### config.mk
export PLATFORM = sky130hd
export DESIGN_NAME = fb_top
export DESIGN_NICKNAME = d
export VERILOG_FILES = /design/src/verilog/fb_pkg.sv /design/src/verilog/display_timing.sv /design/src/verilog/fb_ram.sv /design/src/verilog/fb_arbiter.sv /design/src/verilog/box_drawer.sv /design/src/verilog/fb_scanout.sv /design/src/verilog/fb_top.sv
export SDC_FILE = /design/constraint.sdc
export NUM_CORES = 1
export LEC_CHECK = 0
export BUFFER_PORTS_ARGS = -buffer_cell sky130_fd_sc_hd__buf_2
export CORE_UTILIZATION = 30
export CTS_CLUSTER_DIAMETER = 60
export DETAILED_ROUTE_END_ITERATION = 10
export HOLD_SLACK_MARGIN = 0.12
export PLACE_DENSITY = 0.55
export SYNTH_ARGS = -nofsm -noshare
export SYNTH_HDL_FRONTEND = slang
export SYNTH_SLANG_ARGS = --single-unit
### constraint.sdc
create_clock -name clk_pix -period 4.8 [get_ports clk_pix]
set_input_delay 0.48 -clock clk_pix [delete_from_list [all_inputs] [get_ports clk_pix]]
set_output_delay 0.48 -clock clk_pix [all_outputs]
set_load 0.02 [all_outputs]
### src/verilog/fb_pkg.sv
// ==============================
// framebuffer shared definitions
// pixel widths, colour expansion, default geometry
// ==============================

package fb_pkg;

    // stored pixel and output channel widths
    localparam int COLR_W = 4;
    localparam int RGB_W  = 8;

    // default screen and framebuffer geometry
    localparam int DEF_H_ACTIVE  = 32;
    localparam int DEF_V_ACTIVE  = 24;
    localparam int DEF_FB_WIDTH  = 16;
    localparam int DEF_FB_HEIGHT = 12;

    // nibble repeated to fill a channel, so 4'hA gives 8'hAA
    function automatic logic [RGB_W-1:0] expand_colr(input logic [COLR_W-1:0] colr);
        return {colr, colr};
    endfunction

endpackage

### src/verilog/display_timing.sv
// ==============================
// display timing generator
// sweeps the screen, makes sync, de and frame
// ==============================
`timescale 1ns/100ps

module display_timing #(
    parameter int H_ACTIVE = 32,
    parameter int H_FP     = 2,
    parameter int H_SYNC   = 3,
    parameter int H_BP     = 3,
    parameter int V_ACTIVE = 24,
    parameter int V_FP     = 1,
    parameter int V_SYNC   = 2,
    parameter int V_BP     = 1
) (
    input  logic        clk_pix,
    input  logic        arst_n,
    output logic [15:0] sx,
    output logic [15:0] sy,
    output logic        hsync,
    output logic        vsync,
    output logic        de,
    output logic        frame
);

    localparam int H_TOTAL = H_ACTIVE + H_FP + H_SYNC + H_BP;
    localparam int V_TOTAL = V_ACTIVE + V_FP + V_SYNC + V_BP;
    localparam int HS_STA  = H_ACTIVE + H_FP;
    localparam int HS_END  = HS_STA + H_SYNC;
    localparam int VS_STA  = V_ACTIVE + V_FP;
    localparam int VS_END  = VS_STA + V_SYNC;

    logic [15:0] sx_nxt;
    logic [15:0] sy_nxt;

    // next position, wrapping at the line and frame ends
    always_comb begin
        sx_nxt = sx + 1'b1;
        sy_nxt = sy;
        if (sx == H_TOTAL - 1) begin
            sx_nxt = '0;
            sy_nxt = (sy == V_TOTAL - 1) ? '0 : sy + 1'b1;
        end
    end

    // strobes decoded from the next position so they move with sx and sy
    always_ff @(posedge clk_pix or negedge arst_n) begin
        if (!arst_n) begin
            sx    <= 16'(H_TOTAL - 1);  // first edge out of reset lands on 0,0
            sy    <= 16'(V_TOTAL - 1);
            hsync <= 1'b0;
            vsync <= 1'b0;
            de    <= 1'b0;
            frame <= 1'b0;
        end else begin
            sx    <= sx_nxt;
            sy    <= sy_nxt;
            hsync <= (sx_nxt >= HS_STA) && (sx_nxt < HS_END);
            vsync <= (sy_nxt >= VS_STA) && (sy_nxt < VS_END);
            de    <= (sx_nxt < H_ACTIVE) && (sy_nxt < V_ACTIVE);
            frame <= (sx_nxt == 0) && (sy_nxt == 0);
        end
    end

    a_sx_range: assert property (
        @(posedge clk_pix) disable iff (!arst_n) sx < H_TOTAL
    ) else $error("sx ran past the line total");

endmodule

### src/verilog/fb_ram.sv
// ==============================
// framebuffer RAM
// single port, one-cycle read latency
// ==============================
`timescale 1ns/100ps

module fb_ram #(
    parameter int DEPTH  = 192,
    parameter int ADDR_W = 8
) (
    input  logic                      clk_pix,
    input  logic                      en,
    input  logic                      we,
    input  logic [ADDR_W-1:0]         addr,
    input  logic [fb_pkg::COLR_W-1:0] din,
    output logic [fb_pkg::COLR_W-1:0] dout
);

    logic [fb_pkg::COLR_W-1:0] mem [DEPTH];

    // no image file, so the screen starts black
    initial begin
        for (int i = 0; i < DEPTH; i++) begin
            mem[i] = '0;
        end
    end

    always_ff @(posedge clk_pix) begin
        if (en) begin
            if (we) begin
                mem[addr] <= din;
            end else begin
                dout <= mem[addr];  // dout holds between reads
            end
        end
    end

endmodule

### src/verilog/fb_arbiter.sv
// ==============================
// framebuffer port arbiter
// scanout read wins, drawer writes in the gaps
// ==============================
`timescale 1ns/100ps

module fb_arbiter #(
    parameter int ADDR_W = 8
) (
    input  logic                      clk_pix,
    input  logic                      arst_n,
    input  logic                      rd_req,
    input  logic [ADDR_W-1:0]         rd_addr,
    input  logic                      wr_req,
    input  logic [ADDR_W-1:0]         wr_addr,
    input  logic [fb_pkg::COLR_W-1:0] wr_colr,
    output logic                      wr_gnt,
    output logic                      ram_en,
    output logic                      ram_we,
    output logic [ADDR_W-1:0]         ram_addr,
    output logic [fb_pkg::COLR_W-1:0] ram_din
);

    // fixed priority, read first
    always_comb begin
        wr_gnt   = wr_req && !rd_req;
        ram_en   = rd_req || wr_req;
        ram_we   = wr_gnt;
        ram_addr = rd_req ? rd_addr : wr_addr;
        ram_din  = wr_colr;  // only sampled when we is high
    end

    // the scanout must never lose a read slot to the drawer
    a_no_wr_on_rd: assert property (
        @(posedge clk_pix) disable iff (!arst_n) wr_gnt |-> !rd_req
    ) else $error("write granted during a read request");

    a_gnt_needs_req: assert property (
        @(posedge clk_pix) disable iff (!arst_n) $rose(wr_gnt) |-> wr_req
    ) else $error("write grant rose without a request");

endmodule

### src/verilog/box_drawer.sv
// ==============================
// box drawer
// writes a one-pixel border once per start strobe
// ==============================
`timescale 1ns/100ps

module box_drawer #(
    parameter int FB_WIDTH  = 16,
    parameter int FB_HEIGHT = 12,
    parameter int ADDR_W    = 8
) (
    input  logic                      clk_pix,
    input  logic                      arst_n,
    input  logic                      draw_start,
    input  logic [fb_pkg::COLR_W-1:0] draw_colr,
    output logic                      wr_req,
    output logic [ADDR_W-1:0]         wr_addr,
    output logic [fb_pkg::COLR_W-1:0] wr_colr,
    input  logic                      wr_gnt,
    output logic                      draw_busy
);

    localparam int CNT_W = $clog2((FB_WIDTH > FB_HEIGHT) ? FB_WIDTH : FB_HEIGHT);

    localparam logic [ADDR_W-1:0] ROW_STEP  = ADDR_W'(FB_WIDTH);
    localparam logic [ADDR_W-1:0] BOT_START = ADDR_W'((FB_HEIGHT - 1) * FB_WIDTH + 1);

    localparam logic [2:0] IDLE   = 3'd0;
    localparam logic [2:0] TOP    = 3'd1;
    localparam logic [2:0] RIGHT  = 3'd2;
    localparam logic [2:0] LEFT   = 3'd3;
    localparam logic [2:0] BOTTOM = 3'd4;

    logic [2:0]       state;
    logic [CNT_W-1:0] cnt;

    assign draw_busy = (state != IDLE);
    assign wr_req    = draw_busy;  // every busy cycle carries a pixel

    // each corner is written once
    // top row is full, the sides skip row 0 and the bottom skips both end columns
    always_ff @(posedge clk_pix or negedge arst_n) begin
        if (!arst_n) begin
            state   <= IDLE;
            cnt     <= '0;
            wr_addr <= '0;
        end else begin
            case (state)
                IDLE: begin
                    if (draw_start) begin
                        wr_addr <= '0;
                        cnt     <= '0;
                        state   <= TOP;
                    end
                end
                TOP: begin
                    if (wr_gnt) begin
                        if (cnt < FB_WIDTH - 1) begin
                            wr_addr <= wr_addr + 1'b1;
                            cnt     <= cnt + 1'b1;
                        end else begin
                            wr_addr <= wr_addr + ROW_STEP;  // right column, row 1
                            cnt     <= '0;
                            state   <= RIGHT;
                        end
                    end
                end
                RIGHT: begin
                    if (wr_gnt) begin
                        if (cnt < FB_HEIGHT - 2) begin
                            wr_addr <= wr_addr + ROW_STEP;
                            cnt     <= cnt + 1'b1;
                        end else begin
                            wr_addr <= ROW_STEP;  // left column, row 1
                            cnt     <= '0;
                            state   <= LEFT;
                        end
                    end
                end
                LEFT: begin
                    if (wr_gnt) begin
                        if (cnt < FB_HEIGHT - 2) begin
                            wr_addr <= wr_addr + ROW_STEP;
                            cnt     <= cnt + 1'b1;
                        end else begin
                            wr_addr <= BOT_START;
                            cnt     <= '0;
                            state   <= BOTTOM;
                        end
                    end
                end
                BOTTOM: begin
                    if (wr_gnt) begin
                        if (cnt < FB_WIDTH - 3) begin
                            wr_addr <= wr_addr + 1'b1;
                            cnt     <= cnt + 1'b1;
                        end else begin
                            state <= IDLE;  // ready for a redraw
                        end
                    end
                end
                default: state <= IDLE;
            endcase
        end
    end

    // colour latched on an accepted start only
    always_ff @(posedge clk_pix) begin
        if (state == IDLE && draw_start) begin
            wr_colr <= draw_colr;
        end
    end

    a_addr_range: assert property (
        @(posedge clk_pix) disable iff (!arst_n)
        wr_req |-> wr_addr < FB_WIDTH * FB_HEIGHT
    ) else $error("drawer address outside the framebuffer");

endmodule

### src/verilog/fb_scanout.sv
// ==============================
// framebuffer scanout
// raster reads, pipeline alignment, pixel outputs
// ==============================
`timescale 1ns/100ps

module fb_scanout #(
    parameter int FB_WIDTH  = 16,
    parameter int FB_HEIGHT = 12,
    parameter int ADDR_W    = 8
) (
    input  logic                      clk_pix,
    input  logic                      arst_n,
    input  logic [15:0]               sx,
    input  logic [15:0]               sy,
    input  logic                      hsync,
    input  logic                      vsync,
    input  logic                      de,
    input  logic                      frame,
    output logic                      rd_req,
    output logic [ADDR_W-1:0]         rd_addr,
    input  logic [fb_pkg::COLR_W-1:0] rd_data,
    output logic [fb_pkg::RGB_W-1:0]  pix_red,
    output logic [fb_pkg::RGB_W-1:0]  pix_green,
    output logic [fb_pkg::RGB_W-1:0]  pix_blue,
    output logic                      pix_hsync,
    output logic                      pix_vsync,
    output logic                      pix_de
);

    logic              paint;
    logic [ADDR_W-1:0] addr_q;
    logic              paint_p1;
    logic              hsync_p1;
    logic              vsync_p1;
    logic              de_p1;

    // painted area is the top-left corner of the active screen
    assign paint  = de && (sx < FB_WIDTH) && (sy < FB_HEIGHT);
    assign rd_req = paint;

    // pixel 0 is read on the frame strobe itself
    assign rd_addr = frame ? '0 : addr_q;

    always_ff @(posedge clk_pix or negedge arst_n) begin
        if (!arst_n) begin
            addr_q <= '0;
        end else if (paint) begin
            addr_q <= rd_addr + 1'b1;
        end
    end

    // stage 1 waits for the RAM read and stage 2 registers the outputs
    always_ff @(posedge clk_pix or negedge arst_n) begin
        if (!arst_n) begin
            paint_p1  <= 1'b0;
            hsync_p1  <= 1'b0;
            vsync_p1  <= 1'b0;
            de_p1     <= 1'b0;
            pix_hsync <= 1'b0;
            pix_vsync <= 1'b0;
            pix_de    <= 1'b0;
            pix_red   <= '0;
            pix_green <= '0;
            pix_blue  <= '0;
        end else begin
            paint_p1  <= paint;
            hsync_p1  <= hsync;
            vsync_p1  <= vsync;
            de_p1     <= de;
            pix_hsync <= hsync_p1;
            pix_vsync <= vsync_p1;
            pix_de    <= de_p1;
            pix_red   <= paint_p1 ? fb_pkg::expand_colr(rd_data) : '0;  // grey scale
            pix_green <= paint_p1 ? fb_pkg::expand_colr(rd_data) : '0;
            pix_blue  <= paint_p1 ? fb_pkg::expand_colr(rd_data) : '0;
        end
    end

endmodule

### src/verilog/fb_top.sv
// ==============================
// framebuffer display top level
// ==============================
`timescale 1ns/100ps

module fb_top #(
    parameter int H_ACTIVE  = fb_pkg::DEF_H_ACTIVE,
    parameter int H_FP      = 2,
    parameter int H_SYNC    = 3,
    parameter int H_BP      = 3,
    parameter int V_ACTIVE  = fb_pkg::DEF_V_ACTIVE,
    parameter int V_FP      = 1,
    parameter int V_SYNC    = 2,
    parameter int V_BP      = 1,
    parameter int FB_WIDTH  = fb_pkg::DEF_FB_WIDTH,
    parameter int FB_HEIGHT = fb_pkg::DEF_FB_HEIGHT
) (
    input  logic                      clk_pix,
    input  logic                      arst_n,
    input  logic                      draw_start,
    input  logic [fb_pkg::COLR_W-1:0] draw_colr,
    output logic [fb_pkg::RGB_W-1:0]  pix_red,
    output logic [fb_pkg::RGB_W-1:0]  pix_green,
    output logic [fb_pkg::RGB_W-1:0]  pix_blue,
    output logic                      pix_hsync,
    output logic                      pix_vsync,
    output logic                      pix_de,
    output logic                      draw_busy
);

    localparam int FB_DEPTH  = FB_WIDTH * FB_HEIGHT;
    localparam int FB_ADDR_W = $clog2(FB_DEPTH);

    logic [15:0]                sx;
    logic [15:0]                sy;
    logic                       hsync;
    logic                       vsync;
    logic                       de;
    logic                       frame;
    logic                       rd_req;
    logic [FB_ADDR_W-1:0]       rd_addr;
    logic                       wr_req;
    logic [FB_ADDR_W-1:0]       wr_addr;
    logic [fb_pkg::COLR_W-1:0]  wr_colr;
    logic                       wr_gnt;
    logic                       ram_en;
    logic                       ram_we;
    logic [FB_ADDR_W-1:0]       ram_addr;
    logic [fb_pkg::COLR_W-1:0]  ram_din;
    logic [fb_pkg::COLR_W-1:0]  ram_dout;

    display_timing #(
        .H_ACTIVE(H_ACTIVE), .H_FP(H_FP), .H_SYNC(H_SYNC), .H_BP(H_BP),
        .V_ACTIVE(V_ACTIVE), .V_FP(V_FP), .V_SYNC(V_SYNC), .V_BP(V_BP)
    ) u_timing (
        .clk_pix, .arst_n, .sx, .sy, .hsync, .vsync, .de, .frame
    );

    fb_ram #(.DEPTH(FB_DEPTH), .ADDR_W(FB_ADDR_W)) u_ram (
        .clk_pix, .en(ram_en), .we(ram_we), .addr(ram_addr), .din(ram_din), .dout(ram_dout)
    );

    fb_arbiter #(.ADDR_W(FB_ADDR_W)) u_arb (
        .clk_pix, .arst_n, .rd_req, .rd_addr, .wr_req, .wr_addr, .wr_colr, .wr_gnt,
        .ram_en, .ram_we, .ram_addr, .ram_din
    );

    box_drawer #(.FB_WIDTH(FB_WIDTH), .FB_HEIGHT(FB_HEIGHT), .ADDR_W(FB_ADDR_W)) u_draw (
        .clk_pix, .arst_n, .draw_start, .draw_colr, .wr_req, .wr_addr, .wr_colr,
        .wr_gnt, .draw_busy
    );

    fb_scanout #(.FB_WIDTH(FB_WIDTH), .FB_HEIGHT(FB_HEIGHT), .ADDR_W(FB_ADDR_W)) u_scan (
        .clk_pix, .arst_n, .sx, .sy, .hsync, .vsync, .de, .frame,
        .rd_req, .rd_addr, .rd_data(ram_dout),
        .pix_red, .pix_green, .pix_blue, .pix_hsync, .pix_vsync, .pix_de
    );

endmodule

Word-level counts from Yosys, hierarchy flattened
Memory sizes are Yosys's and may differ from the RTL's. A register that Yosys moved wholly into a read port is not among the register bits. Cells that the tools add are included.

Add/sub/neg operators: 6. Multipliers: 0. Div/mod/pow operators: 0. Order comparisons: 11. Equal/unequal tests: 17. Shift operators: 0. Muxes and demuxes: 37. Bitwise logic cells: 1. Reduce and logical (&&, ||, !) cells: 21.

Operator list (count): two-way mux 8 bit (12); less-than comparator 16 x 5 -> 1 bit (second input constant) (3); two-way mux 16 bit (3); case mux 8 bit (5 select lines) (1); adder 16 x 1 -> 16 bit (second input constant) (2); logical NOT 16 bit (2); less-than comparator 16 x 6 -> 1 bit (second input constant) (2); two-way mux 4 bit (7); two-way mux 3 bit (9); != test 2 bit (second input constant) (9); adder 8 x 1 -> 8 bit (second input constant) (2); equality test 16 x 5 -> 1 bit (second input constant) (1); equality test 16 x 6 -> 1 bit (second input constant) (1); greater-or-equal comparator 16 x 5 -> 1 bit (second input constant) (1); greater-or-equal comparator 16 x 6 -> 1 bit (second input constant) (1); less-than comparator 16 x 4 -> 1 bit (second input constant) (1); case mux 4 bit (4 select lines) (1); case mux 3 bit (5 select lines) (1); less-than comparator 4 bit (second input constant) (3); AND reduction 9 bit (1); adder 8 x 5 -> 8 bit (second input constant) (1); logical AND 1 bit (8); AND reduction 7 bit (1); equality test 3 x 2 -> 1 bit (second input constant) (2); 15 further kinds (18).

Register bits after elaboration: 78. Bits in latches: 0. Memory bits (writable): 768. Memory bits (read-only): 0. Bits of input ports: 7. Output and inout bits: 28. Logic and storage cells: 113. Memories: 1.

Memory list: u_ram.mem (words 192, bits a word 4, read ports 1, clocked after memory_dff 1, wr ports 1, line fb_ram.sv:19) `logic [fb_pkg::COLR_W-1:0] mem [DEPTH];`.

Logic depth before layout (Yosys ltp)
Gate-level depths: netlist of run 1.

Depth after elaboration: 8. Mapped depth: 15. Mapped depth without buffers: 10.

Modules after synthesis
Synthesis of run 1 repeated with hierarchy kept, for this count alone.

Cells, all modules: 2065. Area, all modules: 35432.7 µm².

By module, submodules not included: fb_ram (times used 1, cells each 1581, area each 30669.4 µm², sequential area each 23182.2 µm²); display_timing (times used 1, cells each 238, area each 2282.2 µm², sequential area each 910.9 µm²); box_drawer (times used 1, cells each 132, area each 1268.7 µm², sequential area each 495.5 µm²); fb_scanout (times used 1, cells each 98, area each 1028.5 µm², sequential area each 475.5 µm²); fb_arbiter (times used 1, cells each 16, area each 183.9 µm², sequential area each 0.0 µm²).

Worst setup path before layout of run 1
No wires, ideal clock.

Path type: reg-to-reg. Start point: register u_timing.sy[10]. End point: register u_ram.dout[2] (netlist name), read port of u_ram.mem (data pin). Library setup time: 0.261 ns. Data arrival time: 3.123 ns. Data required time: 4.539 ns. Slack: 1.417 ns. Cell stages (with the launch flop): 14. Path buffers: 5. Clock period less this slack: 3.383 ns. Cells stage by stage: dfrtp_1 -> buf_6 -> nor4_2 -> and3_1 -> buf_6 -> and3_1 -> buf_4 -> mux2i_1 -> buf_2 -> clkbuf_1 -> a21oi_1 -> o41ai_1 -> o2111ai_1 -> a221o_1.

Word-level cells in the longest chain between the ends: 6. Elaborated cells on any way between the ends: 8. Classes of those cells: order compare (1); mux (1); bitwise (1); reduce/logical (5).

Ends and longest elaborated chain: from (decl) (line display_timing.sv:20) `output logic [15:0] sy,`; from (signal assigned) (line display_timing.sv:51) `sy <= 16'(V_TOTAL - 1);`; from (signal assigned) (line display_timing.sv:58) `sy <= sy_nxt;`; less-than comparator 16 x 4 -> 1 bit * (line fb_scanout.sv:39) `assign paint = de && (sx < FB_WIDTH) && (sy < FB_HEIGHT);`; logical AND 1 bit * (line fb_scanout.sv:39); logical NOT 1 bit (line fb_arbiter.sv:26) `wr_gnt = wr_req && !rd_req;`; logical AND 1 bit (line fb_arbiter.sv:26); inverter 1 bit (no line); AND reduction 2 bit (no line); to (decl) (line fb_ram.sv:16) `output logic [fb_pkg::COLR_W-1:0] dout`.

Every way passes the cells marked *; elsewhere a longest branch is shown, timed or not. A chain may end at the register's enable or synchronous reset.

Worst setup path after layout of run 1
Start point: register u_timing.sx[12]. End point: register u_ram.dout[0] (netlist name), read port of u_ram.mem (data pin).

Word-level cells in the longest chain between the ends: 7. Elaborated cells on any way between the ends: 9. Classes of those cells: order compare (1); mux (1); bitwise (1); reduce/logical (6).

Ends and longest elaborated chain: from (decl) (line display_timing.sv:19) `output logic [15:0] sx,`; from (signal assigned) (line display_timing.sv:50) `sx <= 16'(H_TOTAL - 1);`; from (signal assigned) (line display_timing.sv:57) `sx <= sx_nxt;`; less-than comparator 16 x 5 -> 1 bit * (line fb_scanout.sv:39); logical AND 1 bit * (2 in series) (line fb_scanout.sv:39); logical NOT 1 bit (line fb_arbiter.sv:26); logical AND 1 bit (line fb_arbiter.sv:26); inverter 1 bit (no line); AND reduction 2 bit (no line).

Marked as above.

==> key figures, run 1 <==
Clocking
  • Root buffer cell: clkbuf_16
  • Clk_lat worst skew: 0.66 ns
  • Clock-pin slew on the worst setup and hold paths: 0.06 ns
  • Clk sinks: 846
  • Clk buf depth: 3
  • CTS tree: built
  • H-tree levels: 3
  • Post-CTS setup buffers: 0
  • CTS buffer count: 90

Placement
  • HPWL after DPL: 56,060 µm
  • Cell count after placement: 3,811
  • Routability congestion estimate: 0.8705
  • PortBufs: 34

Timing
  • Setup-failing EPs final: 0
  • RSZ-0062 raised after global routing: no
  • Period minus WS final: 4.536 ns
  • Period utilisation layout: 94.50%
  • Clk_skew: 0.02953 ns
  • Max-slew violations: 0
  • Worst-margin pin slew: 1.228 ns
  • Total negative slack: 0 ns
  • Fin. Hold Viols: 0
  • WHS: 0.2119 ns
  • Fmax: 220.5 MHz
  • Worst slew margin: 18.17%

Route
  • Via/cell ratio: 5.456
  • Routed WL: 97,690 µm
  • Wire length per cell: 24.50 µm
  • Post-route DRC: 0
  • DR pass1 iterations: 6
  • Detail Route Antenna Nets: 0
  • DR iter-0 viols: 2,831
  • Via count of the routed design: 21,750

Global route
  • Wire length of the first global-routing pass: 145,600 µm
  • Initial antenna violation count: 6
  • Largest net degree at the start of global routing: 193
  • Overflow after GRT: 0
  • Tot GR Track Use: 16.62%
  • Number of global-route vias before repair: 21,950

Die
  • I/O pin count: 35
  • Die Y: 340.2 µm
  • Core area: 113,000 µm²
  • Die width: 340.2 µm
  • Rows: 123
  • Area of the die: 115,700 µm²
  • Initial Util: 30.37%

Yosys
  • Leading area contributor after synthesis: edfxtp_1
  • Yosys warns: 0
  • Unique masters post-synth: 68
  • Predominant post-synthesis flop cell: edfxtp_1
  • Cell area after synthesis: 34,310 µm²
  • Synth top area share: 67.93%
  • Post-synthesis sequential area ratio: 73.06%
  • Synth Instances: 2,398
  • Synth top cells by count: edfxtp_1 (776), a22oi_1 (272), o21ai_0 (237)
  • Post-synth EDFFs: 776
  • Synth top area cells: edfxtp_1 (68%), a22oi_1 (6.0%), dfrtp_1 (4.5%)
  • Syn Area/Cell: 14.31 µm²
  • Most common cell in the netlist: edfxtp_1
  • Syn nets: 2,413
  • Number of synthesized register bits: 846
  • FFs w/ async S/R, synth: 8.274%

Critical path
  • CP Class: flip-flop to flip-flop
  • CP startpoint: u_timing.sx[12]
  • Critical Path RT: 5.19 ns
  • Crit-path max cell delay: 0.78 ns
  • Top Family by Delay on Critical Path: simple AND/OR/NAND/NOR gates
  • CP max FO: 18
  • Startpoint types: flip-flop
  • Bufs and invs on worst path: 2
  • Worst Setup End Kind: flip-flop
  • CP Cell Sequence: nor4_4 -> and3_4 -> and3_1 -> mux2i_4 -> buf_4 -> buf_4 -> a21oi_1 -> o41ai_1 -> a32oi_1 -> or4b_1
  • CP max stage cell: o41ai_1
  • Crit path DAT: 4.93 ns
  • R2r startpoint: u_timing.sx[12]
  • Most frequent CP cell: buf_4

Pwr
  • Leak Pwr: 12.04 nW
  • Total power: 0.01509 W
  • Maximum VDD drop: 0.2714 mV
  • PwrDens: 383.7 nW/µm²

Final layout
  • Total Nets Final: 2,423
  • Fin cells: 3,987
  • Fraction of layout cells with a size suffix above 1: 12.08%
  • # fillers: 10,860
  • Layout area overhead: 14.63%

Run status
  • Status: complete, no violations

Job
  • MaxCap Viol Count: 0

Worst hold path
  • Hold Crit Class: primary input to asynchronous set/reset pin
## per-layer routing
| metal | GRT usage [%] | up-vias | wire length (µm) |
|---|---|---|---|
| met5 | 0 | - | 13 |
| met4 | 6.502 | 2 | 3512 |
| met1 | 22.10 | 11020 | 40370 |
| met3 | 2.569 | 205 | 7505 |
| met2 | 27.23 | 1061 | 46280 |
| li1 | - | 9466 | - |
## cell usage in the layout, fill, tap and decap left out, drive strengths merged, types with 5 or more instances in the layout
cell type and n:
or3 8, o21ai 241, and4 8, a22oi 282, o22ai 7, a21oi 136, o22a 8, and2 10
nand2 62, edfxtp 776, nand2b 23, xor2 11, o31ai 6, o41ai 26, a41oi 53, nand3 23
nand4 13, dlygate4sd3 5, nor4 30, a31oi 10, clkinvlp 7, clkinv 35, or2 9, inv 23
a21o 32, dfrtp 62, nor3 23, nor2b 7, ha 8, mux2i 6, bufinv 12, dfstp 8
nor2 231, nor3b 7, buf 112, xnor2 17, and3 8, clkbuf 108
## flip-flops by register name, indices dropped and copies added (netlist names), 3 cells and up
register,count
u_draw.cnt,4
u_draw.state,3
u_draw.wr_addr,8
u_draw.wr_colr,4
u_ram.dout,4
u_ram.mem,768
u_scan.addr_q,8
u_scan.pix_red,4
u_timing.sx,16
u_timing.sy,16
## final timing paths
path                                   end  slack, ns  cells past startpoint
min in group clk_pix       u_draw.state[0]       0.27                      4
min                        u_draw.state[2]       0.21                      2
min reg2reg                u_scan.vsync_p1       0.35                      0
max                          u_ram.dout[0]       0.26                     10
max in group asynchronous  u_timing.sx[11]       3.55                      3
max reg2reg                  u_ram.dout[0]       0.26                     10
## metrics by stage
stage / utilization (%) / setup WS (ns) / instance area [µm²]
global placement: 32.06 / 0.3723 / 36220
global route: 34.81 / 0.1568 / 39320
floorplan: - / 1.417 / 34310
detailed placement: 32.06 / 0.2670 / 36220
CTS: 34.81 / 0.2511 / 39320
finish: 34.81 / 0.2639 / 39320
## power by group
part / switching, W / internal, W / leakage [nW]
Sequential: 0 / 0.00793 / 7.86
Combinational: 0.0000131 / 0.00000510 / 2.70
Clock: 0.00291 / 0.00423 / 1.48
Total: 0.00293 / 0.0122 / 12.0
## cell type report
cell class / count / area [µm²] / share of cell area (%)
flip-flops and latches: 846 / 25060 / 63.74
repair buffers: 117 / 1018 / 2.590
inverters: 17 / 63.81 / 0.1623
clock inverters: 60 / 656.9 / 1.670
well taps: 1500 / 1877 / 4.773
multi-input cells: 1336 / 8243 / 20.96
clock buffers: 108 / 2394 / 6.087
diodes: 3 / 7.507 / 0.01909
## cell families after synthesis
kind of cell / count (synthesis) / share of synthesized area, %
xor+xnor: 28 / 0.7148
compound gates: 822 / 15.84
buf+inv: 216 / 3.191
flops: 846 / 73.06
simple gates: 471 / 6.667
mux: 7 / 0.2298
fa+ha+maj: 8 / 0.2918
## what timing repair did
action                    CTS  global route
hold endpoints to repair   12             0
resized for setup           0             0
hold buffers                5             0
Power figures use the tool's default switching activity.
==> run 2: changes to the inputs <==
--- a/config.mk
+++ b/config.mk
@@ -9,6 +9,7 @@
 export CORE_UTILIZATION = 30
 export CTS_CLUSTER_DIAMETER = 60
 export DETAILED_ROUTE_END_ITERATION = 10
+export GPL_TIMING_DRIVEN = 0
 export HOLD_SLACK_MARGIN = 0.12
 export PLACE_DENSITY = 0.55
 export SYNTH_ARGS = -nofsm -noshare
==> key figures, run 2 (synthesis gave the netlist of run 1 again) <==
Run status
  • Violated checks: setup timing
  • Status: finished with violations

Timing
  • Fmax: 205.6 MHz (-6.7%)
  • Worst slew margin: 20.93% (+2.8 points)
  • WHS: 0.1918 ns (-0.02011 ns)
  • Worst-margin pin slew: 1.186 ns (-0.04139 ns)
  • Final WS setup: -0.06333 ns (-0.3272 ns)
  • Total negative slack: -0.1045 ns (-0.1045 ns)
  • Clk_skew: 0.04220 ns (+0.01267 ns)
  • Setup-failing EPs final: 6 (+6)
  • Period minus WS final: 4.863 ns (+0.3272 ns)
  • Period utilisation layout: 101.3% (+6.8 points)
  • Fin. Hold Viols: 0 (unchanged)
  • Max-slew violations: 0 (unchanged)

Clocking
  • Clk_lat worst skew: 0.68 ns (+0.02 ns)
  • H-tree levels: 3 (unchanged)
  • Clock-pin slew on the worst setup and hold paths: 0.06 ns (about the same)
  • Root buffer cell: clkbuf_16
  • Clk buf depth: 3 (unchanged)
  • Clk sinks: 846 (unchanged)
  • CTS buffer count: 95 (+5.6%)
  • CTS tree: built

Global route
  • Overflow after GRT: 0 (unchanged)
  • Initial antenna violation count: 3 (-3)
  • Wire length of the first global-routing pass: 174,000 µm (+20%)
  • Number of global-route vias before repair: 22,630 (+3.1%)
  • Largest net degree at the start of global routing: 65 (-66%)
  • Tot GR Track Use: 21.34% (+4.7 points)

Placement
  • HPWL after DPL: 81,980 µm (+46%)
  • Cell count after placement: 3,962 (+4.0%)
  • PortBufs: 34 (unchanged)
  • Routability congestion estimate: 0.9465 (+8.7%)
  • Place WS: -1.492 ns (-1.759 ns)
  • Area after DPL: 37,130 µm² (+2.5%)

Route
  • Detail Route Antenna Nets: 0 (unchanged)
  • Highest routed layer: met5
  • DR pass1 iterations: 6 (unchanged)
  • Metal2 WL: 53,730 µm (+16%)
  • Met3 wire len: 15,120 µm (+100%)
  • Met1 wire length: 48,950 µm (+21%)
  • Routed WL: 126,100 µm (+29%)
  • Via/cell ratio: 5.731 (+5.0%)
  • Wire length per cell: 30.35 µm (+24%)
  • DR iter-0 viols: 3,740 (+32%)
  • Via count of the routed design: 23,820 (+9.5%)
  • Post-route DRC: 0 (unchanged)

Critical path
  • Critical Path RT: 5.16 ns (-0.03 ns)
  • Startpoint types: flip-flop
  • CP startpoint: u_timing.sy[9]
  • Worst Setup End Kind: flip-flop
  • CP max FO: 10 (-8)
  • FF-to-FF path depth: 14 (+4)
  • Register-to-register setup slack: -0.06 ns (-0.33 ns)
  • R2r startpoint: u_timing.sy[9]
  • End point of the critical path: u_ram.dout[2]
  • Reg2reg end: u_ram.dout[2]
  • CP Class: flip-flop to flip-flop
  • Crit path DAT: 5.22 ns (+0.29 ns)

Final layout
  • Leading cell type in the layout, fill and taps excluded: edfxtp_1
  • Layout area overhead: 19.03%
  • Ant. Diodes: 0 (-3)
  • # fillers: 10,790 (-0.64%)
  • Top flop regs: u_ram.mem x768, u_timing.sx x16, u_timing.sy x16
  • Total Nets Final: 2,595 (+7.1%)
  • Fraction of layout cells with a size suffix above 1: 15.70% (+3.6 points)
  • Number of flip-flops in the largest register: 768 (unchanged)
  • Commonest non-fill, non-tap cells in the layout: edfxtp_1 (776), a22oi_1 (272), o21ai_0 (237), nor2_1 (231), a21oi_1 (136)
  • Biggest register: u_ram.mem
  • Design area: 40,830 µm² (+3.8%)
  • Fin cells: 4,156 (+4.2%)

Die
  • Rows: 123 (unchanged)
  • Die Y: 340.2 µm (unchanged)
  • I/O pin count: 35 (unchanged)
  • Core area: 113,000 µm² (unchanged)
  • Initial Util: 30.37% (unchanged)
  • Die width: 340.2 µm (unchanged)
  • Area of the die: 115,700 µm² (unchanged)

Pwr
  • Maximum VDD drop: 0.2255 mV (-17%)
  • Int Pwr: 0.01228 W (+0.98%)
  • PwrDens: 376.5 nW/µm² (-1.9%)
  • Switching part of the total: 20.13% (+0.72 points)
  • Part of the power in combinational logic: 0.1% (about the same)
  • Flop pwr share: 51.6% (-1.0 points)
  • Sw Pwr: 0.003094 W (+5.7%)
  • Leak Pwr: 12.87 nW (+7.0%)
  • Clock power share: 48.3% (+1.0 points)

Job
  • MaxCap Viol Count: 0 (unchanged)

Worst hold path
  • Hold Crit Class: primary input to asynchronous set/reset pin
-- run 2: cell count changes in the layout (fill, tap and decap cells not counted), sizes merged --
cell      delta
clkbuf     +103
bufinv       -1
inv          +4
clkinv       -4
diode        -3
clkinvlp     -2
buf         +72
-- run 2: worst min path at each step --
stage	endpoint	slack (ns)	cells past startpoint
2_1_floorplan	u_draw.cnt[0]	0.18	0
3_3_place_gp	u_scan.pix_hsync	0.33	0
6_report	u_draw.cnt[1]	0.19	2
3_5_place_dp	u_draw.cnt[1]	0.32	1
5_1_grt	u_draw.cnt[1]	0.20	2
4_1_cts	u_draw.cnt[1]	0.16	2
-- run 2: area by class of cell --
| cell class | instances | area, µm² | area share, % |
|---|---|---|---|
| clock inverter | 57 | 618.1 | 1.514 |
| inverter | 17 | 63.81 | 0.1563 |
| buffer | 197 | 1120 | 2.742 |
| clock buffer | 116 | 2519 | 6.168 |
| sequential | 846 | 25060 | 61.38 |
| multi-input combinational | 1336 | 8442 | 20.67 |
| timing repair buffer | 87 | 1130 | 2.767 |
| tap | 1500 | 1877 | 4.596 |
-- run 2: power groups by stage --
stage	logic (W)	registers [W]	clock network [W]
after CTS	0.0000220	0.00793	0.00744
after detailed placement	0.0000189	0.00808	0
after global placement	0.0000155	0.00808	0
final	0.0000206	0.00793	0.00742
after global routing	0.0000242	0.00793	0.00770
after floorplan	0.000000507	0.00808	0
-- run 2: stage by stage --
| stage | utilization [%] | power, W |
|---|---|---|
| after floorplan | - | 0.008084 |
| after global placement | 32.18 | 0.008099 |
| after CTS | 36.05 | 0.01539 |
| after detailed placement | 32.87 | 0.008102 |
| after global routing | 36.15 | 0.01565 |
| final | 36.15 | 0.01537 |
-- run 2: worst max-delay path, cell delays in order, from the launching register on --
cell	delay [ns]
dfrtp_1	0.36
buf_2	0.16
nor4_2	0.34
and3_1	0.22
buf_6	0.17
and3_1	0.16
buf_4	0.16
mux2i_2	0.23
buf_6	0.24
buf_2	0.50
clkbuf_4	0.47
a21oi_1	0.12
o41ai_4	0.53
nand4_1	0.33
a221o_1	0.55
-- run 2: repair_timing --
item                       CTS  global route
hold buffers                 5             0
pin swaps                    5             7
hold endpoints to repair    66             0
setup endpoints to repair  656           262
resized for setup           67            32
setup buffers               13             5
-- run 2: per-layer routing --
metal	global-route usage, %	up-vias
met1	28.21	12010
li1	-	9825
met5	0	-
met2	31.32	1585
met3	5.937	400
met4	12.43	2
